### config.mk
export PLATFORM = sky130hd
export DESIGN_NAME = reg_file
export DESIGN_NICKNAME = d
export VERILOG_FILES = /design/src/design/mt_cpu_pkg.sv /design/src/design/reg_file.sv
export SDC_FILE = /design/constraint.sdc
export NUM_CORES = 1
export LEC_CHECK = 0
export BUFFER_PORTS_ARGS = -buffer_cell sky130_fd_sc_hd__buf_2
export CAP_MARGIN = 5
export CORE_UTILIZATION = 36
export CTS_CLUSTER_SIZE = 12
export DETAILED_ROUTE_END_ITERATION = 6
export SYNTH_ARGS = -nofsm -noshare
export SYNTH_HDL_FRONTEND = slang
export SYNTH_SLANG_ARGS = --single-unit
### constraint.sdc
create_clock -name clka -period 7.1 [get_ports clka]
set_input_delay 1.42 -clock clka [delete_from_list [all_inputs] [get_ports clka]]
set_output_delay 1.42 -clock clka [all_outputs]
set_load 0.01 [all_outputs]
### src/design/mt_cpu_pkg.sv
`default_nettype none

package mt_cpu_pkg;

  typedef logic [9:0]  addr_t;     // logical or physical word address
  typedef logic [15:0] word_t;     // data and instruction word
  typedef logic [2:0]  reg_idx_t;  // register number

  typedef enum logic [7:0] {
    op_jmp       = 8'd1,
    op_ram2reg   = 8'd2,
    op_reg2ram   = 8'd3,
    op_num2reg   = 8'd4,
    op_reg_plus  = 8'd5,
    op_reg_minus = 8'd6
  } opcode_t;

  localparam int num_regs = 8;
  localparam int quantum  = 4;                     // instructions per time slice
  localparam int cnt_w    = $clog2(quantum + 1);

  typedef logic [cnt_w-1:0] count_t;  // executed instructions in the slice

  // context area, word offsets from the process base
  localparam addr_t ctx_next_ofs = 10'd0;   // base of the next process
  localparam addr_t ctx_pc_ofs   = 10'd4;   // saved logical pc
  localparam addr_t ctx_reg_ofs  = 10'd14;  // saved r0 .. r7
  localparam addr_t prog_ofs     = 10'd46;  // first pc after reset

  typedef struct packed {
    addr_t addr;
    word_t data;
  } load_t;

  typedef struct packed {
    addr_t base;  // process base
    addr_t addr;  // logical address
    word_t data;
  } store_t;

  typedef struct packed {
    addr_t addr;
    word_t data;
  } mem_wr_t;

  typedef enum logic [2:0] {
    idle, fetch0, fetch1, decode, load_wait, store_hold, switching
  } seq_state_t;

  typedef enum logic [2:0] {
    sw_idle, save_pc, save_regs, read_next, read_pc, read_regs, done
  } sw_state_t;

endpackage

`default_nettype wire

### src/design/reg_file.sv
`default_nettype none

module reg_file (
  input  wire logic                 clka,
  input  wire logic                 rst,
  input  wire mt_cpu_pkg::reg_idx_t rd_idx,
  output mt_cpu_pkg::word_t         rd_data,
  input  wire mt_cpu_pkg::reg_idx_t wr_idx,
  input  wire mt_cpu_pkg::word_t    wr_data,
  input  wire logic                 we,
  input  wire mt_cpu_pkg::reg_idx_t xfer_idx,
  output mt_cpu_pkg::word_t         xfer_rd_data,
  input  wire mt_cpu_pkg::word_t    xfer_wr_data,
  input  wire logic                 xfer_we
);

  mt_cpu_pkg::word_t regs [mt_cpu_pkg::num_regs];

  always_ff @(posedge clka) begin
    if (!rst) begin
      for (int i = 0; i < mt_cpu_pkg::num_regs; i++) begin
        regs[i] <= '0;
      end
    end else if (we) begin
      regs[wr_idx] <= wr_data;         // execute write
    end else if (xfer_we) begin
      regs[xfer_idx] <= xfer_wr_data;  // context restore
    end
  end

  assign rd_data      = regs[rd_idx];
  assign xfer_rd_data = regs[xfer_idx];  // context save

endmodule

`default_nettype wire

==> reports/results.txt, run 1 <==
# resized after CTS - 0
Fmax - 208 MHz
CP endpoint kind - output pin
Synth Net Count - 633
H-tree lvl count - 4
Max Buffers Root-to-Sink - 2
Synthesis-to-layout area growth - 15.6%
Worst Hold Class - in2reg
Die width - 149 um
Maximum fanout along the worst path - 34
Pre-CTS setup slack - 2.26 ns
Kind of critical path - in2out
Die area - 0.0222 mm2
CTS Hold Buffers Added - 0
Worst-margin pin slew - 1.13 ns
PwrDens - 241 mW/mm2
Starting Density - 36.9%
Register area share after synthesis - 49.4%
Netlist cell types - 23
Cells after Synth - 588
DRC - 0
# rows - 53
Fraction of layout cells with a size suffix above 1 - 30.3%
Routed vias/inst - 6.28
Critical path required time - 5.68 ns
Ys Warns - 0
Wire length on met2 - 11.9 mm
Max reg flops - 128
Core area - 0.0211 mm2
Total power - 2170 uW
Clock sink count - 128
RSZ-0062 raised after global routing - false
Worst path arrival time - 3.39 ns
Setup crit start kind - input port
Port Buf Inserts - 76
Post-detail-place hpwl - 13.5 mm
Clock Pin Slew Worst Setup and Hold Paths - 0.06 ns
Vias - 5,830
Synthesized area - 0.00778 mm2
Final Non-Filler Cells - 929
Num CTS Buffers - 17
Final min period - 4.81 ns
First-pass GRT wire length - 34.9 mm
Highest routed layer - met4
GRT Overall Usage - 21.6%
# Max-Cap Violations - 0
Hold slack - 1.44 ns
Largest regs - regs (128)
DRT iter0 DRCs - 780
Total wire length - 23.3 mm
Postcts setup bufs - 0
Vias in the first global route - 5,935
Initial antenna violation count - 2
Number of synthesized register bits - 128
Largest net degree at the start of global routing - 69
Most frequent cells in the layout - nand3_1 (128), edfxtp_1 (128), a21oi_1 (96)
Post-DRT Antenna Nets - 0
Placer Congestion - 0.787
Worst slew margin - 24.5%
Leak Pwr - 0.00303 uW
Reg with most FFs - regs
Setup violations, final - 0
Final nets - 683
Peak supply drop - 0.000153 V
Setup TNS - 0 ns
DRT Pass-1 Iters - 5
IO Pins - 77
Wire length on met3 - 1.78 mm
Syn Area/Cell - 13.2 um2
Slew Viols, Final - 0
Root Buffer - clkbuf_16
Placed insts - 894
Die height - 149 um
Grt total ovfl - 0
CTS tree - done
DR WL/cell - 25.1 um
Status - finished, final reports clean
Met1 WL - 8.90 mm
Tcrit/Tclk final - 67.8%
PnR worst setup slack - 2.29 ns
Final Hold Viols - 0
synth_stat cells, drive strengths merged:
cell,number,area [um2]
nor3b,1,7.51
and2,1,6.26
nor2b,5,31.3
mux4,64,1630
nor2,34,130
clkbuf,22,82.6
mux2i,3,30.0
a21oi,96,480
nand3b,1,7.51
nand2,2,7.51
nand3,128,641
o21ai,10,53.8
buf,42,257
mux2,49,552
and3b,2,18.8
edfxtp,128,3840
per-stage QoR:
| stage | instance area, um2 | utilization (%) |
|---|---|---|
| floorplan | 7780 | - |
| global placement | 8350 | 39.6 |
| finish | 8990 | 42.6 |
| CTS | 8980 | 42.6 |
| detailed placement | 8350 | 39.6 |
| global route | 8980 | 42.6 |
power breakdown:
group	switching (uW)	total, uW	internal (uW)
Combinational	179	316	137
Sequential	24.2	912	887
Clock	321	938	617
Total	524	2170	1640
worst max-delay path, stage by stage:
cell and delay, ns:
buf_2 0.82, mux4_1 0.68, mux2_2 0.30, buf_2 0.14
per-layer routing:
metal,global-route usage (%),up-vias
met5,0,-
met4,10.1,0
met2,37.1,330
met1,25.7,2933
met3,4.77,70
li1,-,2497
final cells by class:
class | count | area (um2)
fillers | 1917 | 12100
flip-flops and latches | 128 | 3840
clock inverters | 13 | 193
diodes | 3 | 7.51
repair buffers | 95 | 523
well taps | 275 | 344
clock buffers | 19 | 433
multi-input cells | 396 | 3640
cells by family after synthesis:
logic type      share of synthesized area [%]
compound gates                           6.87
buf+inv                                  4.36
flops                                    49.4
simple gates                             10.9
mux                                      28.4
final timing paths:
path                          from                        end  slack [ns]  cells after the start
hold / removal    xfer_wr_data[13]  regs[3][13]$_SDFFCE_PN0P_        1.44                      3
setup / recovery       xfer_idx[0]           xfer_rd_data[12]        2.29                      4
No activity file was read; power rests on OpenSTA's default activity.
==> run 2, diff against run 1 <==
- clock period: 7.1 -> 5.01 ns (I/O delays scaled with it)
==> run 2 against run 1 <==
  * Utilization grew 0.20 points
  * Cell count grew 0.11%
  * Die area is the same
  * First-iteration DRC count shrank 16%
==> reports/results.txt, run 2 (same netlist as run 1, synthesis figures left out) <==
Vias in the first global route - 5,820 (-1.9%)
Die height - 149 um (unchanged)
# Max-Cap Violations - 0 (unchanged)
Critical path required time - 4.01 ns (-1.67 ns)
Max reg flops - 128 (unchanged)
DRC - 0 (unchanged)
Final min period - 3.96 ns
Setup crit start kind - input port
Port Buf Inserts - 76 (unchanged)
Root Buffer - clkbuf_16
# resized after CTS - 0 (unchanged)
Starting Density - 36.9% (unchanged)
DR WL/cell - 24.6 um (-2.0%)
Clock Pin Slew Worst Setup and Hold Paths - 0.06 ns (about the same)
Kind of critical path - in2out
Die width - 149 um (unchanged)
Post-DRT Antenna Nets - 0 (unchanged)
Reg with most FFs - regs
Grt total ovfl - 0 (unchanged)
Largest net degree at the start of global routing - 69 (unchanged)
Postcts setup bufs - 0 (unchanged)
Tcrit/Tclk final - 79.0%
Placer Congestion - 0.810 (+2.9%)
Maximum fanout along the worst path - 34 (unchanged)
Max Buffers Root-to-Sink - 2 (unchanged)
Synthesis-to-layout area growth - 16.1%
Final Hold Viols - 0 (unchanged)
Worst path arrival time - 2.95 ns (-0.44 ns)
Clock sink count - 128 (unchanged)
CTS tree - done
Die area - 0.0222 mm2 (unchanged)
CP endpoint kind - output pin
Num CTS Buffers - 17 (unchanged)
H-tree lvl count - 4 (unchanged)
IO Pins - 77 (unchanged)
DRT iter0 DRCs - 658 (-16%)
DRT Pass-1 Iters - 5 (unchanged)
Post-detail-place hpwl - 13.7 mm (+1.6%)
Core area - 0.0211 mm2 (unchanged)
Hold slack - 1.02 ns (-0.420 ns)
Vias - 5,911 (+1.4%)
Worst slew margin - 24.9% (+0.45 points)
Fmax - 253 MHz
Largest regs - regs (128)
GRT Overall Usage - 21.1% (-0.50 points)
RSZ-0062 raised after global routing - false
Worst Hold Class - in2reg
# rows - 53 (unchanged)
Setup TNS - 0 ns (unchanged)
Fraction of layout cells with a size suffix above 1 - 30.8% (+0.52 points)
Setup violations, final - 0 (unchanged)
PwrDens - 341 mW/mm2 (+42%)
Initial antenna violation count - 2 (unchanged)
Status - finished, final reports clean
First-pass GRT wire length - 34.3 mm (-1.8%)
Leak Pwr - 0.00303 uW (+0.26%)
Most frequent cells in the layout - nand3_1 (128), edfxtp_1 (128), a21oi_1 (96)
Slew Viols, Final - 0 (unchanged)
Worst-margin pin slew - 1.13 ns (-0.00671 ns)
Total wire length - 22.9 mm (-1.9%)
Routed vias/inst - 6.36 (+1.3%)
Final nets - 685 (+0.29%)
Peak supply drop - 0.000226 V (+48%)
CTS Hold Buffers Added - 0 (unchanged)
[run 2: through the flow]
stage	total power (uW)	cell area (um2)	cells	setup slack, ns	util [%]
floorplan	1590	7780	588	1.68	-
global placement	1740	8380	896	1.08	39.7
detailed placement	1760	8380	896	1.02	39.7
CTS	3090	9020	928	1.02	42.8
global route	3170	9020	928	0.965	42.8
finish	3080	9030	930	1.05	42.8
[run 2: final cells by class]
type / instances / area [um2]
flip-flops and latches: 128 / 3840
multi-input cells: 396 / 3640
clock buffers: 18 / 429
repair buffers: 97 / 551
well taps: 275 / 344
diodes: 2 / 5.00
clock inverters: 14 / 214
fillers: 1907 / 12100
[run 2: path summary, 6_finish.rpt]
check	from	endpoint	slack (ns)	cells after the start
max	xfer_idx[0]	xfer_rd_data[13]	1.05	4
min	xfer_wr_data[15]	regs[1][15]$_SDFFCE_PN0P_	1.02	3
[run 2: worst max-delay path: stages]
cell and delay [ns]:
buf_2 0.82, mux4_1 0.66, mux2_2 0.30, buf_2 0.14
[run 2: routing by layer]
metal | up-vias | part of all wire (%) | global-route usage (%)
met5 | - | 0 | 0
li1 | 2509 | - | -
met1 | 2982 | 37 | 26.1
met4 | 0 | 2.4 | 7.45
met2 | 370 | 51 | 36.3
met3 | 50 | 8.8 | 4.50
[run 2: where the power goes]
group | total [uW] | switching (uW) | internal [uW] | leakage (uW)
Sequential | 1290 | 35.4 | 1260 | 0.00123
Combinational | 445 | 249 | 196 | 0.00150
Clock | 1340 | 461 | 882 | 0.000298
Total | 3080 | 745 | 2340 | 0.00303
