===== config.mk =====
export PLATFORM = sky130hd
export DESIGN_NAME = cpu_sequencer
export DESIGN_NICKNAME = d
export VERILOG_FILES = /design/src/design/mt_cpu_pkg.sv /design/src/design/cpu_sequencer.sv
export SDC_FILE = /design/constraint.sdc
export NUM_CORES = 1
export LEC_CHECK = 0
export BUFFER_PORTS_ARGS = -buffer_cell sky130_fd_sc_hd__buf_4
export CORE_MARGIN = 2
export CORE_UTILIZATION = 40
export CTS_CLUSTER_SIZE = 30
export DETAILED_ROUTE_END_ITERATION = 12
export PLACE_DENSITY_LB_ADDON = 0.05
export SETUP_SLACK_MARGIN = 0.02
export SYNTH_ARGS = -nofsm -noshare
export SYNTH_HDL_FRONTEND = slang
export SYNTH_SLANG_ARGS = --single-unit

===== constraint.sdc =====
create_clock -name clka -period 4.05 [get_ports clka]
set_input_delay 0.81 -clock clka [delete_from_list [all_inputs] [get_ports clka]]
set_output_delay 0.81 -clock clka [all_outputs]
set_load 0.02 [all_outputs]

===== src/design/mt_cpu_pkg.sv =====
`default_nettype none

package mt_cpu_pkg;

  typedef logic [9:0]  addr_t;     // logical or physical word address
  typedef logic [15:0] word_t;     // data and instruction word
  typedef logic [2:0]  reg_idx_t;  // register number

  typedef enum logic [7:0] {
    op_jmp       = 8'd1,
    op_ram2reg   = 8'd2,
    op_reg2ram   = 8'd3,
    op_num2reg   = 8'd4,
    op_reg_plus  = 8'd5,
    op_reg_minus = 8'd6
  } opcode_t;

  localparam int num_regs = 8;
  localparam int quantum  = 4;                     // instructions per time slice
  localparam int cnt_w    = $clog2(quantum + 1);

  typedef logic [cnt_w-1:0] count_t;  // executed instructions in the slice

  // context area, word offsets from the process base
  localparam addr_t ctx_next_ofs = 10'd0;   // base of the next process
  localparam addr_t ctx_pc_ofs   = 10'd4;   // saved logical pc
  localparam addr_t ctx_reg_ofs  = 10'd14;  // saved r0 .. r7
  localparam addr_t prog_ofs     = 10'd46;  // first pc after reset

  typedef struct packed {
    addr_t addr;
    word_t data;
  } load_t;

  typedef struct packed {
    addr_t base;  // process base
    addr_t addr;  // logical address
    word_t data;
  } store_t;

  typedef struct packed {
    addr_t addr;
    word_t data;
  } mem_wr_t;

  typedef enum logic [2:0] {
    idle, fetch0, fetch1, decode, load_wait, store_hold, switching
  } seq_state_t;

  typedef enum logic [2:0] {
    sw_idle, save_pc, save_regs, read_next, read_pc, read_regs, done
  } sw_state_t;

endpackage

`default_nettype wire


===== src/design/cpu_sequencer.sv =====
`default_nettype none

module cpu_sequencer (
  input  wire logic                 clka,
  input  wire logic                 rst,
  input  wire logic                 go,
  input  wire mt_cpu_pkg::load_t    load,
  input  wire logic                 load_valid,
  output logic                      load_ready,
  output mt_cpu_pkg::store_t        store,
  output logic                      store_valid,
  input  wire logic                 store_ready,
  output mt_cpu_pkg::mem_wr_t       mem_wr,
  output logic                      mem_we,
  output mt_cpu_pkg::addr_t         rd_addr,
  input  wire mt_cpu_pkg::word_t    rd_data,
  output mt_cpu_pkg::reg_idx_t      rf_rd_idx,
  input  wire mt_cpu_pkg::word_t    rf_rd_data,
  output mt_cpu_pkg::reg_idx_t      rf_wr_idx,
  output mt_cpu_pkg::word_t         rf_wr_data,
  output logic                      rf_we,
  output logic                      sw_start,
  output mt_cpu_pkg::addr_t         sw_base,
  output mt_cpu_pkg::addr_t         sw_pc,
  input  wire logic                 sw_done,
  input  wire mt_cpu_pkg::addr_t    sw_new_base,
  input  wire mt_cpu_pkg::addr_t    sw_new_pc,
  input  wire mt_cpu_pkg::mem_wr_t  sw_wr,
  input  wire logic                 sw_we,
  input  wire mt_cpu_pkg::addr_t    sw_rd_addr
);

  mt_cpu_pkg::seq_state_t state;
  mt_cpu_pkg::addr_t      base;        // current process base
  mt_cpu_pkg::addr_t      pc;          // logical pc
  mt_cpu_pkg::count_t     icount;
  logic                   phase;       // address cycle / data cycle
  logic                   sw_start_r;
  mt_cpu_pkg::word_t      ir0, ir1;    // instruction words
  mt_cpu_pkg::store_t     store_r;
  mt_cpu_pkg::opcode_t    op;
  mt_cpu_pkg::addr_t      opnd_addr;
  logic                   instr_done;
  logic                   slice_end;

  assign op        = mt_cpu_pkg::opcode_t'(ir0[15:8]);
  assign opnd_addr = ir1[$bits(mt_cpu_pkg::addr_t)-1:0];
  assign rf_rd_idx = ir0[$bits(mt_cpu_pkg::reg_idx_t)-1:0];
  assign slice_end = (icount == mt_cpu_pkg::count_t'(mt_cpu_pkg::quantum - 1));

  always_comb begin
    case (state)
      mt_cpu_pkg::decode:
        instr_done = !(op == mt_cpu_pkg::op_ram2reg || op == mt_cpu_pkg::op_reg2ram);
      mt_cpu_pkg::load_wait:  instr_done = phase;
      mt_cpu_pkg::store_hold: instr_done = store_ready;
      default:                instr_done = 1'b0;
    endcase
  end

  always_ff @(posedge clka) begin
    if (!rst) begin
      state      <= mt_cpu_pkg::idle;
      base       <= '0;
      pc         <= mt_cpu_pkg::prog_ofs;
      icount     <= '0;
      phase      <= 1'b0;
      sw_start_r <= 1'b0;
    end else begin
      sw_start_r <= 1'b0;
      case (state)
        mt_cpu_pkg::idle: if (go) state <= mt_cpu_pkg::fetch0;
        mt_cpu_pkg::fetch0, mt_cpu_pkg::fetch1: begin
          phase <= !phase;
          if (phase) begin
            pc    <= pc + 10'd1;
            state <= (state == mt_cpu_pkg::fetch0) ? mt_cpu_pkg::fetch1 : mt_cpu_pkg::decode;
          end
        end
        mt_cpu_pkg::decode: begin
          if (op == mt_cpu_pkg::op_jmp) pc <= opnd_addr;
          if (op == mt_cpu_pkg::op_ram2reg) state <= mt_cpu_pkg::load_wait;
          if (op == mt_cpu_pkg::op_reg2ram) state <= mt_cpu_pkg::store_hold;
        end
        mt_cpu_pkg::load_wait: phase <= !phase;
        mt_cpu_pkg::switching: if (sw_done) begin
          base   <= sw_new_base;
          pc     <= sw_new_pc;
          icount <= '0;
          state  <= mt_cpu_pkg::fetch0;
        end
        default: ;
      endcase
      if (instr_done) begin
        icount <= icount + 1'b1;
        if (slice_end) begin
          state      <= mt_cpu_pkg::switching;
          sw_start_r <= 1'b1;
        end else begin
          state <= mt_cpu_pkg::fetch0;
        end
      end
    end
  end

  // instruction and store payload
  always_ff @(posedge clka) begin
    if (state == mt_cpu_pkg::fetch0 && phase) ir0 <= rd_data;
    if (state == mt_cpu_pkg::fetch1 && phase) ir1 <= rd_data;
    if (state == mt_cpu_pkg::decode && op == mt_cpu_pkg::op_reg2ram) begin
      store_r <= '{base: base, addr: opnd_addr, data: rf_rd_data};
    end
  end

  // memory port owner
  always_comb begin
    mem_we  = 1'b0;
    mem_wr  = '{addr: load.addr, data: load.data};
    rd_addr = base + pc;  // fetch translation
    case (state)
      mt_cpu_pkg::idle:      mem_we = load_valid;
      mt_cpu_pkg::load_wait: rd_addr = base + opnd_addr;
      mt_cpu_pkg::store_hold: begin
        mem_we = store_ready;
        mem_wr = '{addr: store_r.base + store_r.addr, data: store_r.data};
      end
      mt_cpu_pkg::switching: begin
        mem_we  = sw_we;
        mem_wr  = sw_wr;
        rd_addr = sw_rd_addr;
      end
      default: ;
    endcase
  end

  always_comb begin
    rf_we      = 1'b0;
    rf_wr_idx  = rf_rd_idx;
    rf_wr_data = ir1;  // load immediate
    if (state == mt_cpu_pkg::decode) begin
      case (op)
        mt_cpu_pkg::op_num2reg:   rf_we = 1'b1;
        mt_cpu_pkg::op_reg_plus: begin
          rf_we      = 1'b1;
          rf_wr_data = rf_rd_data + ir1;
        end
        mt_cpu_pkg::op_reg_minus: begin
          rf_we      = 1'b1;
          rf_wr_data = rf_rd_data - ir1;
        end
        default: ;  // other opcodes are no-ops
      endcase
    end else if (state == mt_cpu_pkg::load_wait && phase) begin
      rf_we      = 1'b1;
      rf_wr_data = rd_data;
    end
  end

  assign load_ready  = (state == mt_cpu_pkg::idle);
  assign store_valid = (state == mt_cpu_pkg::store_hold);
  assign store       = store_r;
  assign sw_start    = sw_start_r;
  assign sw_base     = base;
  assign sw_pc       = pc;

endmodule

`default_nettype wire


==> out/results.md <==
| Result | Value | Unit |
|---|---|---|
| Outcome | complete, but fails checks | - |
| Violations in the final reports | negative setup slack | - |
| Via count | 6,471 | - |
| Most common cell after layout, fill and taps aside | sky130_fd_sc_hd__buf_4 | - |
| Nets@finish | 1,130 | - |
| Count of pins over their slew limit | 0 | - |
| Crit path launch type | flip-flop | - |
| Sort of element at the end of the critical path | output port | - |
| Sequential share of power | 38.0 | % |
| Die X | 130 | um |
| Pin slew with the least headroom to its limit | 0.824 | ns |
| Post-synth top area cell | sky130_fd_sc_hd__edfxtp_1 | - |
| Combinational share of power | 32.0 | % |
| Reg2reg start | ir0[13]$_DFFE_PP_ | - |
| Net switching component of the power | 912 | uW |
| Post-synthesis sequential area ratio | 38.3 | % |
| Number of cells on the worst hold path | 2 | - |
| Number of flops mapped to enable cells by yosys | 63 | - |
| Post-Place Worst Slack | -0.00589 | ns |
| Worst hold start | sw_base[2]$_SDFFE_PN0P_ | - |
| Maximum operating frequency | 0.233 | GHz |
| GP Congestion | 0.898 | - |
| Clock tree from TritonCTS | done | - |
| IO buf count | 239 | - |
| Clock buffer count from CTS | 9 | - |
| Final-report hold violation count | 0 | - |
| Final clock skew | 0.00955 | ns |
| Via count of the first global-routing pass | 5,950 | - |
| Tcrit/Tclk final | 106 | % |
| Top flip-flop cell by instance count after synthesis | sky130_fd_sc_hd__edfxtp_1 | - |
| Switch share | 31.8 | % |
| Wire length of the first global-routing pass | 32,700 | um |
| Final wirelength | 22,800 | um |
| Ports | 240 | - |
| Total grt overflow | 0 | - |
| Max_cap viols | 0 | - |
| Area of the mapped netlist | 6400 | um2 |
| Vertical die dimension | 130 | um |
| Hold path endpoint | sw_base[2]$_SDFFE_PN0P_ | - |
| Worst Slack Setup Final | -0.234 | ns |
| Largest cells by area after synthesis | sky130_fd_sc_hd__edfxtp_1 30%, sky130_fd_sc_hd__dfxtp_1 8.8%, sky130_fd_sc_hd__ha_1 7.2% | - |
| Starting Density | 40.6 | % |
| Per-instance average area after synthesis | 9.20 | um2 |
| CORE AREA | 15,800 | um2 |
| Commonest cells after routing, fill and taps aside | 291 x sky130_fd_sc_hd__buf_4, 104 x sky130_fd_sc_hd__nand2_1, 63 x sky130_fd_sc_hd__edfxtp_1 | - |
| Largest fanout of any net on the critical path | 4 | - |
| Warning count from the yosys run | 0 | - |
| Post-route cell area | 9550 | um2 |
| Number of cells on the worst reg-to-reg path | 4 | - |
| CTS clk-pin slew, worst paths | 0.07 | ns |
| Portion of synthesized cell area occupied by the leading cell type | 29.6 | % |
| Worst hold path class | reg2reg | - |
| ANT nets after route | 0 | - |
| Total global-route track usage | 25.2 | % |
| Number of violations reported at the end of detailed-routing iteration 0 | 398 | - |
| Layout overhead on the synthesized area | 49.3 | % |
| H-tree lvl count | 3 | - |
| Internal | 1.95 | mW |
| Nets in the synthesized netlist | 856 | - |
| Die Outline Area | 17,000 | um2 |
| Worst vdd rail ir drop | 0.241 | mV |
| Fraction of final layout cells with drive strength greater than 1 | 42.3 | % |
| Diode insertion count for antenna repair | 0 | - |
| Static Leakage | 4.12 | nW |
| RSZ-0062 raised after global routing | true | - |
| Estimated wirelength of the detail-placed design | 17,400 | um |
| Data required time at the worst endpoint | 3.24 | ns |
| Power per standard cell area | 300 | nW/um2 |
| Flops & latches, synth | 91 | - |
| Placed insts | 1,154 | - |
| Fin util | 60.6 | % |
| Antenna violations before repair | 0 | - |
| Register-to-register path setup slack | 1.37 | ns |
| Post-synthesis async set-or-reset flop share | 0 | % |
| Slew Limit Headroom | 44.9 | % |
| Root buffer cell | sky130_fd_sc_hd__clkbuf_16 | - |
| DR vias/cell | 5.44 | - |
| Clock group share of total power | 30.0 | % |
| Cell area after placement | 8600 | um2 |
| Number of buffers on the longest clock path | 2 | - |
| Detailed-router iteration count before antenna repair | 5 | - |
| Cell variety after synth | 72 | - |
| Maximum number of pins on one net before global-route repair | 45 | - |
| Worst-Skew Late Latency | 0.35 | ns |
| Number of standard cells in the layout, taps in and fillers out | 1,190 | - |
| Number of setup violations in the final report | 5 | - |
| Crit Reg-Reg Endpoint | store[7]$_DFFE_PP_ | - |
| Wire length per cell after detailed routing | 19.1 | um |
| Final worst path period need | 4.28 | ns |
| DRC errors left | 0 | - |
| Tightest hold margin | 0.525 | ns |
| Clock net sink count | 91 | - |
| Setup Crit Path Kind | reg2out | - |
| Number of standard-cell rows in the floorplan | 46 | - |
| Post-Syn Instances | 695 | - |
| Worst Path Arrival | 3.47 | ns |
==> sequential cells by signal (all words and copies together) (netlist names) <==
register and flops:
ir1 16, phase 1, sw_base 10, state 3, sw_pc 10, store 36, sw_start 1, ir0 11
icount 3
==> worst max-delay path, cell delays in order (launching register included) <==
cell	delay [ns]
sky130_fd_sc_hd__edfxtp_1	0.40
sky130_fd_sc_hd__or4_4	0.58
sky130_fd_sc_hd__or3_4	0.37
sky130_fd_sc_hd__o41ai_4	0.30
sky130_fd_sc_hd__xor2_1	0.19
sky130_fd_sc_hd__ha_1	0.30
sky130_fd_sc_hd__a21o_1	0.19
sky130_fd_sc_hd__a221oi_2	0.23
sky130_fd_sc_hd__o31ai_2	0.12
sky130_fd_sc_hd__xnor2_1	0.14
sky130_fd_sc_hd__a21oi_1	0.15
sky130_fd_sc_hd__buf_4	0.16
==> final cells by class <==
| cell class | count | area, um2 |
|---|---|---|
| Clock buffer | 9 | 225 |
| Sequential cell | 91 | 2450 |
| Clock inverter | 7 | 75.1 |
| Inverter | 21 | 78.8 |
| Fill cell | 1434 | 6220 |
| Multi-Input combinational cell | 542 | 4120 |
| Timing Repair Buffer | 304 | 2330 |
| Tap cell | 216 | 270 |
==> logic make-up after synthesis <==
| group | synth area share, % |
|---|---|
| AO/OA/AOI/OAI | 22.9 |
| adder cells (fa/ha/maj) | 8.18 |
| AND/OR/NAND/NOR | 18.3 |
| XOR/XNOR | 5.48 |
| buffers and inverters | 4.38 |
| flip-flops | 38.3 |
| multiplexers | 2.39 |
==> power groups by stage <==
| stage | clock network [mW] | logic (mW) | registers [mW] |
|---|---|---|---|
| floorplan | 0 | 0.488 | 1.10 |
| global placement | 0 | 0.812 | 1.10 |
| detailed placement | 0 | 0.821 | 1.10 |
| CTS | 0.871 | 0.865 | 1.08 |
| global route | 0.899 | 0.991 | 1.09 |
| finish | 0.859 | 0.917 | 1.09 |
==> layer usage <==
| layer | up-vias | track usage, % | routed length (um) |
|---|---|---|---|
| met4 | 0 | 7.32 | 443 |
| met2 | 266 | 42.3 | 10900 |
| li1 | 3131 | - | - |
| met5 | - | 0 | 0 |
| met3 | 29 | 3.66 | 1600 |
| met1 | 3045 | 34.0 | 9830 |
==> per-stage QoR <==
| stage | TNS [ns] | total power [mW] |
|---|---|---|
| after floorplan | 0 | 1.59 |
| after global placement | 0 | 1.91 |
| after detailed placement | -0.00589 | 1.92 |
| after CTS | -0.890 | 2.82 |
| after global routing | -1.70 | 2.98 |
| final | -0.672 | 2.86 |
==> cell usage after synthesis (all sizes together), types with 7 or more instances <==
master  number
and3        10
nor2b       12
dfxtp       28
nand3       11
nor2        35
xnor2       20
a21oi       34
a21boi      14
mux2        10
a221oi       9
o22ai        7
nor3        14
xor2        20
nor4         7
ha          37
a22oi       33
buf         21
o21a        11
nand2      107
clkbuf      20
inv         21
o21ai       44
edfxtp      63
nand2b       8
and2        10
==> worst max-delay path by stage <==
stage	endpoint	cells past startpoint	slack, ns	start
finish	rf_wr_data[15]	11	-0.23	ir1[6]$_DFFE_PP_
global route	rf_wr_data[15]	11	-0.33	ir1[6]$_DFFE_PP_
CTS	rf_wr_data[15]	11	-0.19	ir1[7]$_DFFE_PP_
detailed placement	rf_wr_data[14]	14	-0.006	ir0[13]$_DFFE_PP_
global placement	rf_wr_data[13]	12	0.15	ir1[6]$_DFFE_PP_
floorplan	rf_wr_data[15]	12	0.15	ir1[5]$_DFFE_PP_
==> repair_timing <==
action                                  CTS  global route
setup buffers                            12            10
gates resized for setup                  51            58
endpoints found under the setup margin   17            17
pin swaps                                30            34
hold buffers                              0             0
Power figures use the tool's default switching activity.
