File: src/design/mt_cpu_pkg.sv
`default_nettype none

package mt_cpu_pkg;

  typedef logic [9:0]  addr_t;     // logical or physical word address
  typedef logic [15:0] word_t;     // data and instruction word
  typedef logic [2:0]  reg_idx_t;  // register number

  typedef enum logic [7:0] {
    op_jmp       = 8'd1,
    op_ram2reg   = 8'd2,
    op_reg2ram   = 8'd3,
    op_num2reg   = 8'd4,
    op_reg_plus  = 8'd5,
    op_reg_minus = 8'd6
  } opcode_t;

  localparam int num_regs = 8;
  localparam int quantum  = 4;                     // instructions per time slice
  localparam int cnt_w    = $clog2(quantum + 1);

  typedef logic [cnt_w-1:0] count_t;  // executed instructions in the slice

  // context area, word offsets from the process base
  localparam addr_t ctx_next_ofs = 10'd0;   // base of the next process
  localparam addr_t ctx_pc_ofs   = 10'd4;   // saved logical pc
  localparam addr_t ctx_reg_ofs  = 10'd14;  // saved r0 .. r7
  localparam addr_t prog_ofs     = 10'd46;  // first pc after reset

  typedef struct packed {
    addr_t addr;
    word_t data;
  } load_t;

  typedef struct packed {
    addr_t base;  // process base
    addr_t addr;  // logical address
    word_t data;
  } store_t;

  typedef struct packed {
    addr_t addr;
    word_t data;
  } mem_wr_t;

  typedef enum logic [2:0] {
    idle, fetch0, fetch1, decode, load_wait, store_hold, switching
  } seq_state_t;

  typedef enum logic [2:0] {
    sw_idle, save_pc, save_regs, read_next, read_pc, read_regs, done
  } sw_state_t;

endpackage

`default_nettype wire

File: src/design/task_switcher.sv
`default_nettype none

module task_switcher (
  input  wire logic                 clka,
  input  wire logic                 rst,
  input  wire logic                 start,
  input  wire mt_cpu_pkg::addr_t    base,
  input  wire mt_cpu_pkg::addr_t    pc,
  output logic                      done,
  output mt_cpu_pkg::addr_t         new_base,
  output mt_cpu_pkg::addr_t         new_pc,
  output mt_cpu_pkg::mem_wr_t       mem_wr,
  output logic                      mem_we,
  output mt_cpu_pkg::addr_t         rd_addr,
  input  wire mt_cpu_pkg::word_t    rd_data,
  output mt_cpu_pkg::reg_idx_t      xfer_idx,
  input  wire mt_cpu_pkg::word_t    xfer_rd_data,
  output mt_cpu_pkg::word_t         xfer_wr_data,
  output logic                      xfer_we
);

  mt_cpu_pkg::sw_state_t state;
  mt_cpu_pkg::reg_idx_t  idx;     // register index, also the read_next phase
  logic                  idx_last;

  assign idx_last = (idx == mt_cpu_pkg::reg_idx_t'(mt_cpu_pkg::num_regs - 1));

  // sw_start 1, save 1+8, next base 2, pc 1, regs 8, done on cycle 21
  always_ff @(posedge clka) begin
    if (!rst) begin
      state <= mt_cpu_pkg::sw_idle;
      idx   <= '0;
    end else begin
      case (state)
        mt_cpu_pkg::sw_idle: if (start) begin
          idx   <= '0;
          state <= mt_cpu_pkg::save_pc;
        end
        mt_cpu_pkg::save_pc: state <= mt_cpu_pkg::save_regs;
        mt_cpu_pkg::save_regs: begin
          idx <= idx + 1'b1;
          if (idx_last) state <= mt_cpu_pkg::read_next;  // idx wraps to 0
        end
        mt_cpu_pkg::read_next: begin
          if (idx[0]) begin
            idx   <= '0;
            state <= mt_cpu_pkg::read_pc;
          end else begin
            idx <= idx + 1'b1;
          end
        end
        mt_cpu_pkg::read_pc: state <= mt_cpu_pkg::read_regs;
        mt_cpu_pkg::read_regs: begin
          idx <= idx + 1'b1;
          if (idx_last) state <= mt_cpu_pkg::done;
        end
        default: state <= mt_cpu_pkg::sw_idle;  // done lasts one cycle
      endcase
    end
  end

  always_ff @(posedge clka) begin
    if (state == mt_cpu_pkg::read_next && idx[0]) begin
      new_base <= rd_data[$bits(mt_cpu_pkg::addr_t)-1:0];
    end
    if (state == mt_cpu_pkg::read_pc) begin
      new_pc <= rd_data[$bits(mt_cpu_pkg::addr_t)-1:0];
    end
  end

  // save side writes the old context
  always_comb begin
    mem_we = 1'b0;
    mem_wr = '{addr: base + mt_cpu_pkg::ctx_pc_ofs, data: mt_cpu_pkg::word_t'(pc)};
    case (state)
      mt_cpu_pkg::save_pc: mem_we = 1'b1;
      mt_cpu_pkg::save_regs: begin
        mem_we = 1'b1;
        mem_wr = '{addr: base + mt_cpu_pkg::ctx_reg_ofs + mt_cpu_pkg::addr_t'(idx),
                   data: xfer_rd_data};
      end
      default: ;
    endcase
  end

  // read address runs one word ahead of the captured data
  always_comb begin
    rd_addr = base + mt_cpu_pkg::ctx_next_ofs;
    case (state)
      mt_cpu_pkg::read_next: if (idx[0]) begin
        rd_addr = rd_data[$bits(mt_cpu_pkg::addr_t)-1:0] + mt_cpu_pkg::ctx_pc_ofs;
      end
      mt_cpu_pkg::read_pc: rd_addr = new_base + mt_cpu_pkg::ctx_reg_ofs;
      mt_cpu_pkg::read_regs: begin
        rd_addr = new_base + mt_cpu_pkg::ctx_reg_ofs + mt_cpu_pkg::addr_t'(idx) + 10'd1;
      end
      default: ;
    endcase
  end

  assign xfer_idx     = idx;
  assign xfer_wr_data = rd_data;
  assign xfer_we      = (state == mt_cpu_pkg::read_regs);
  assign done         = (state == mt_cpu_pkg::done);

endmodule

`default_nettype wire

File: config.mk
export PLATFORM = sky130hd
export DESIGN_NAME = task_switcher
export DESIGN_NICKNAME = d
export VERILOG_FILES = /design/src/design/mt_cpu_pkg.sv /design/src/design/task_switcher.sv
export SDC_FILE = /design/constraint.sdc
export NUM_CORES = 1
export LEC_CHECK = 0
export BUFFER_PORTS_ARGS = -buffer_cell sky130_fd_sc_hd__buf_2
export CORE_ASPECT_RATIO = 0.8
export CORE_MARGIN = 2
export CORE_UTILIZATION = 30
export CTS_BUF_LIST = sky130_fd_sc_hd__clkbuf_4 sky130_fd_sc_hd__clkbuf_8 sky130_fd_sc_hd__clkbuf_16
export DETAILED_ROUTE_END_ITERATION = 10
export GPL_TIMING_DRIVEN = 0
export PLACE_DENSITY_LB_ADDON = 0.08
export RECOVER_POWER = 100
export SLEW_MARGIN = 15
export SYNTH_ARGS = -nofsm -noshare
export SYNTH_HDL_FRONTEND = slang
export SYNTH_SLANG_ARGS = --single-unit
File: constraint.sdc
create_clock -name clka -period 3.3 [get_ports clka]
set_clock_uncertainty 0.2 [all_clocks]
set_input_delay 0.33 -clock clka [delete_from_list [all_inputs] [get_ports clka]]
set_output_delay 0.33 -clock clka [all_outputs]
set_load 0.05 [all_outputs]
==> results of run 1 <==
-- synthesized netlist by cell type, types with 3 or more instances --
master	count	area (um^2)
nand2_1	51	191
xor2_1	7	61.3
o21ai_0	16	80.1
and3_1	4	25.0
xnor2_1	18	158
and2_1	8	50.1
nor2_1	15	56.3
buf_4	16	120
nand2b_1	5	31.3
a31o_2	4	35.0
dfxtp_1	6	120
o2111ai_1	3	26.3
ha_1	16	200
nand3_1	9	45.0
inv_1	21	78.8
clkbuf_1	8	30.0
or3_1	4	25.0
nor2b_1	7	43.8
o211ai_1	5	37.5
nor3b_1	3	22.5
a21oi_1	8	40.0
buf_1	3	11.3
edfxtp_1	20	601
nand4_1	4	25.0
-- per-layer routing --
| layer | vias to the layer above | wire, um | part of all wire (%) |
|---|---|---|---|
| met2 | 85 | 3510 | 44 |
| met4 | 0 | 31 | 0.39 |
| met3 | 2 | 492 | 6.2 |
| met1 | 1197 | 3960 | 49 |
| met5 | - | 0 | 0 |
| li1 | 1309 | - | - |
-- metrics by stage --
| stage | utilization [%] | setup TNS (ns) | setup WS, ns | total power (W) | instance area, um^2 |
|---|---|---|---|---|---|
| final | 43.1 | 0 | 0.109 | 0.00165 | 3430 |
| after global placement | 41.5 | -0.0456 | -0.0456 | 0.00138 | 3290 |
| after detailed placement | 41.5 | -0.0598 | -0.0469 | 0.00138 | 3290 |
| after global routing | 43.1 | -0.0120 | -0.0120 | 0.00175 | 3430 |
| after CTS | 43.0 | 0 | 0.00352 | 0.00166 | 3420 |
| after floorplan | - | -0.387 | -0.332 | 0.00114 | 2530 |
-- flip-flops by register name (all words and copies together), names as in the netlist --
name      cells
state         3
new_base     10
xfer_idx      3
new_pc       10
-- final timing paths --
check | start | end | slack, ns | cells after the start
hold / removal | rd_data[1] | new_base[1] | 0.14 | 1
setup / recovery | xfer_idx[0] | rd_addr[6] | 0.11 | 9
hold reg to reg | xfer_idx[2] | xfer_idx[2] | 0.39 | 2
setup reg to reg | state[2] | state[1] | 1.25 | 6
-- cell usage in the layout, fill, tap and decap left out, types with 3 or more instances in the layout --
cell type / instances
clkbuf_1: 64
nand2_1: 51
buf_2: 40
clkbuf_2: 28
buf_4: 25
inv_1: 20
edfxtp_1: 20
ha_1: 16
xnor2_1: 15
nor2_1: 13
o21ai_0: 9
nand3_1: 7
and2_1: 7
o21ai_1: 7
a21oi_1: 7
nor2b_1: 6
xor2_1: 6
nand2b_1: 5
o211ai_1: 5
or3_1: 4
and3_1: 4
nand4_1: 4
a31o_2: 4
o2111ai_1: 3
clkbuf_8: 3
dfxtp_1: 3
-- logic make-up (layout without fill, tap and decap cells) --
family                     count (synthesis)  after routing
adders and majority gates                 18             18
and+or+nand+nor                          118            118
AOI/OAI and AO/OA                         58             58
muxes                                      2              2
xor gates and xnor gates                  26             26
buffers and inverters                     52            187
DFF                                       26             26
-- power groups by stage --
stage	sequential, W	clock (W)	combinational, W
after CTS	0.000396	0.000260	0.00100
after detailed placement	0.000403	0	0.000981
after global placement	0.000402	0	0.000977
after global routing	0.000399	0.000269	0.00108
final	0.000395	0.000251	0.00100
after floorplan	0.000417	0	0.000727
-- area by class of cell --
cell class	count	share of cell area (%)
buffer	30	5.18
clock buffer	4	1.93
inverter	22	2.45
multi-input combinational	222	47.0
sequential	26	21.3
tap	108	3.94
timing repair buffer	131	18.2
-- repair_timing --
| item | in CTS | in global routing |
|---|---|---|
| setup endpoints to repair | 11 | 11 |
| setup buffers | 2 | 3 |
| pin swaps | 1 | 5 |
| endpoints found under the hold margin | 0 | 0 |
| resized for setup | 17 | 20 |
==> impl_metrics.ini, run 1 <==
[yosys]
synth_edf_count = 20
avgSynthCellArea_um2 = 8.24
synth_ff_type = edfxtp_1
synthMuxAreaShare_pct = 0.810
synthAdderAreaFrac_pct = 9.72
yosys.area_share.xor_xnor_pct = 9.52
synth_nets = 373
ys_async_sr_fraction_pct = 0
synth_top_family_by_area = simple AND/OR/NAND/NOR gates
synth.yosys.seq_area_share_pct = 29.2
syn_area_mm2 = 0.00247
ys_seq_elements = 26
ys_types = 54
synth_compound_area_share_pct = 16.8
ys.warnings.count = 0
syn_inst = 300
synthSimpleGateAreaFrac_pct = 23.5

[sta]
period_needed_ns = 3.19
setup_violations = 0
drv_slew = 0
hold_slack_ns = 0.140
fin_crit_sh_pct = 96.7
hold_viol_final = 0
fmax_mhz = 313
tightest_slew_ns = 0.728
maxSlewHeadroom_pct = 51.4

[die]
start_util_pct = 31.1
dieHeight_um = 85.2
fp.dieW_um = 105
row_count = 29
core-area_mm2 = 0.00795
die_area_mm2 = 0.00898
num_io_pins = 133

[clock_network]
clockBufferDepth = 2
insertion_delay_ns = 0.28
cts_tree = done
cts_sinks = 26
postCtsHoldBufs = 0
htreeDepth = 1
cts_root_buf = clkbuf_8
path_clk_slew_ns = 0.11
numCtsBuffers = 3

[power_and_ir_drop]
p_seq_share_pct = 24.0
p_int_w = 0.000768
power.share.combinational_pct = 60.8
peakVddDrop_mv = 0.289
switching_share_pct = 53.4
switching_power_w = 0.000879
power_density_mw_per_mm2 = 480
leakage_nw = 1.50
pwr-share-clk_pct = 15.2

[global_routing]
antenna_found_initial = 0
grt_max_degree = 17
top_usage_layer = met2
grt_first_pass_wirelength_um = 12700
gr-usage-met1_pct = 26.5
grt_util_met2_pct = 27.3
grt_pass1_vias = 2475
grt_overflow = 0
track_usage_pct = 17.6
met3_usage_pct = 3.15

[critical_path]
required_ns = 2.77
worst_ep_arrival_time_ns = 2.66
critPathSlowestCell = dfxtp_4
crit_chain = inv_1 > ha_1 > fa_2 > nor3b_2 > o211ai_1 > a221oi_2 > xnor2_2 > o221ai_2 > buf_4
crit_buf_inv = 2
start_kind = register
crit_type = reg2out
cp_max_fo = 7
critPathCaptureType = output port
worst_path_dominant_cell_family = adder cells
critPathMaxStageDelay_ns = 0.42

[routing]
drt_pass1_iterations = 4
routedWlPerCell_um = 14.7
drc = 0
routed_wl_um = 8000
via_per_inst = 4.78
drtIter0Drc = 107
num_vias = 2593
detail-route-antenna-nets = 0

[cells_and_area]
fillCellCount = 859
syn_to_final_growth_pct = 38.7
drive_gt1_share_pct = 30.3
finalNonFillerCells = 543
seq_area_um2 = 729
multi_input_area_mm2 = 0.00161
nets = 509
antenna-diode-count = 0

[run]
drv_cap = 0

[min_path]
hold_class = in2reg

[place]
port_buffers = 126
place_hpwl_um = 6240
dp_cells = 534
place.gp.congestion = 0.795

[run_status]
status = finished, final reports clean
(Power assumes the default switching activity.)
==> run 2: changes to the inputs <==
- RECOVER_POWER: 100 -> 25
==> impl_metrics.ini, run 2 (synthesis gave the netlist of run 1 again) <==
[sta]
fmax_mhz = 311
hold_slack_ns = 0.141
fin_crit_sh_pct = 97.5
setup_violations = 0
period_needed_ns = 3.22
drv_slew = 0
setup_ws_ns = 0.0826
hold_viol_final = 0
maxSlewHeadroom_pct = 47.9
tightest_slew_ns = 0.780

[critical_path]
critPathMaxStageDelay_ns = 0.41
start_kind = register
reg2reg_setup_slack_ns = 1.25
critPathCaptureType = output port
worst_ep_arrival_time_ns = 2.69
required_ns = 2.77
critPathSlowestCell = dfxtp_4
crit_chain = inv_1 > ha_1 > fa_2 > nor3b_2 > o211ai_1 > a221oi_2 > xnor2_2 > o221ai_2 > buf_4
cp_max_fo = 7
crit_type = reg2out
r2r_end = state[1]
r2r_cells = 6
rr_startpoint = state[2]

[place]
port_buffers = 126
place.gp.congestion = 0.795
placed_cell_area_mm2 = 0.00329
pre_cts_ws_ns = -0.0469
place_hpwl_um = 6240
dp_cells = 534

[global_routing]
antenna_found_initial = 0
grt_max_degree = 17
grt_overflow = 0
grt_first_pass_wirelength_um = 12700
track_usage_pct = 17.6
grt_pass1_vias = 2475

[run_status]
status = finished, final reports clean

[die]
fp.dieW_um = 105
core-area_mm2 = 0.00795
num_io_pins = 133
die_area_mm2 = 0.00898
row_count = 29
dieHeight_um = 85.2
start_util_pct = 31.1

[cells_and_area]
drive_gt1_share_pct = 38.2
fillCellCount = 840
top_regs = new_base x10, new_pc x10
syn_to_final_growth_pct = 40.6
antenna-diode-count = 0
finalNonFillerCells = 543
stdcell_area_mm2 = 0.00347
final_common_cell = buf_2
final_core_util_pct = 43.7
nets = 509
final_cell_mix = buf_2 (99), nand2_1 (51), clkbuf_1 (29)

[clock_network]
clockBufferDepth = 2
postCtsHoldBufs = 0
cts_root_buf = clkbuf_8
numCtsBuffers = 3
htreeDepth = 1
insertion_delay_ns = 0.28
cts_tree = done
path_clk_slew_ns = 0.11
cts_sinks = 26

[routing]
detail-route-antenna-nets = 0
drt_pass1_iterations = 4
routedWlPerCell_um = 14.8
routed_wl_um = 8060
drc = 0
via_per_inst = 4.78
num_vias = 2595
drtIter0Drc = 129

[power_and_ir_drop]
peakVddDrop_mv = 0.290
power_density_mw_per_mm2 = 477
leakage_nw = 1.61

[min_path]
hold_end = new_base[1]
hold_class = in2reg
holdCritStartpoint = rd_data[1]
whs_path_depth = 1

[run]
drv_cap = 0
run 2: critical path, delay by kind of cell, from the launching register on:
family | cells | cell delay [ns]
flip-flops | 1 | 0.41
buffers and inverters | 2 | 0.35
XOR/XNOR | 1 | 0.18
AO/OA/AOI/OAI | 3 | 0.66
AND/OR/NAND/NOR | 1 | 0.19
adder cells (fa/ha/maj) | 2 | 0.62
run 2: power by group:
group | internal, W | switching, W | total [W]
clock | 0.000132 | 0.000119 | 0.000251
combinational | 0.000276 | 0.000734 | 0.00101
sequential | 0.000372 | 0.0000241 | 0.000396
run 2: layer usage:
layer / wire length [um] / share of wire, % / up-vias / GRT usage, %
met5: 0 / 0 / - / 0
met4: 36 / 0.45 / 0 / 1.82
met3: 464 / 5.8 / 2 / 3.15
met2: 3510 / 44 / 97 / 27.3
met1: 4050 / 50 / 1186 / 26.5
li1: - / - / 1310 / -
run 2: worst max-delay path by stage:
stage	start	end	slack (ns)	depth (start not counted)
5_1_grt	xfer_idx[0]	rd_addr[6]	-0.01	9
6_report	xfer_idx[0]	rd_addr[6]	0.08	9
4_1_cts	xfer_idx[1]	mem_wr[23]	0.004	12
3_3_place_gp	new_base[1]	rd_addr[5]	-0.05	9
3_5_place_dp	new_base[1]	rd_addr[5]	-0.05	9
2_1_floorplan	new_base[1]	rd_addr[5]	-0.33	8
run 2: cell type report:
cell class                 count  area, um^2  area share (%)
buffer                        30         178            5.11
clock buffer                   4        66.3            1.91
inverter                      22        83.8            2.41
multi-input combinational    222        1610            46.4
sequential                    26         729            21.0
tap                          108         135            3.89
timing repair buffer         131         671            19.3
run 2: repair_timing:
item,in CTS,in global routing
setup buffers,2,3
pin swaps,1,5
endpoints found under the hold margin,0,0
gates resized for setup,17,20
endpoints found under the setup margin,11,11
run 2: per-stage QoR:
stage / setup TNS, ns / total power [W]
2_1_floorplan: -0.387 / 0.00114
3_3_place_gp: -0.0456 / 0.00138
3_5_place_dp: -0.0598 / 0.00138
4_1_cts: 0 / 0.00166
5_1_grt: -0.0102 / 0.00176
6_report: 0 / 0.00166
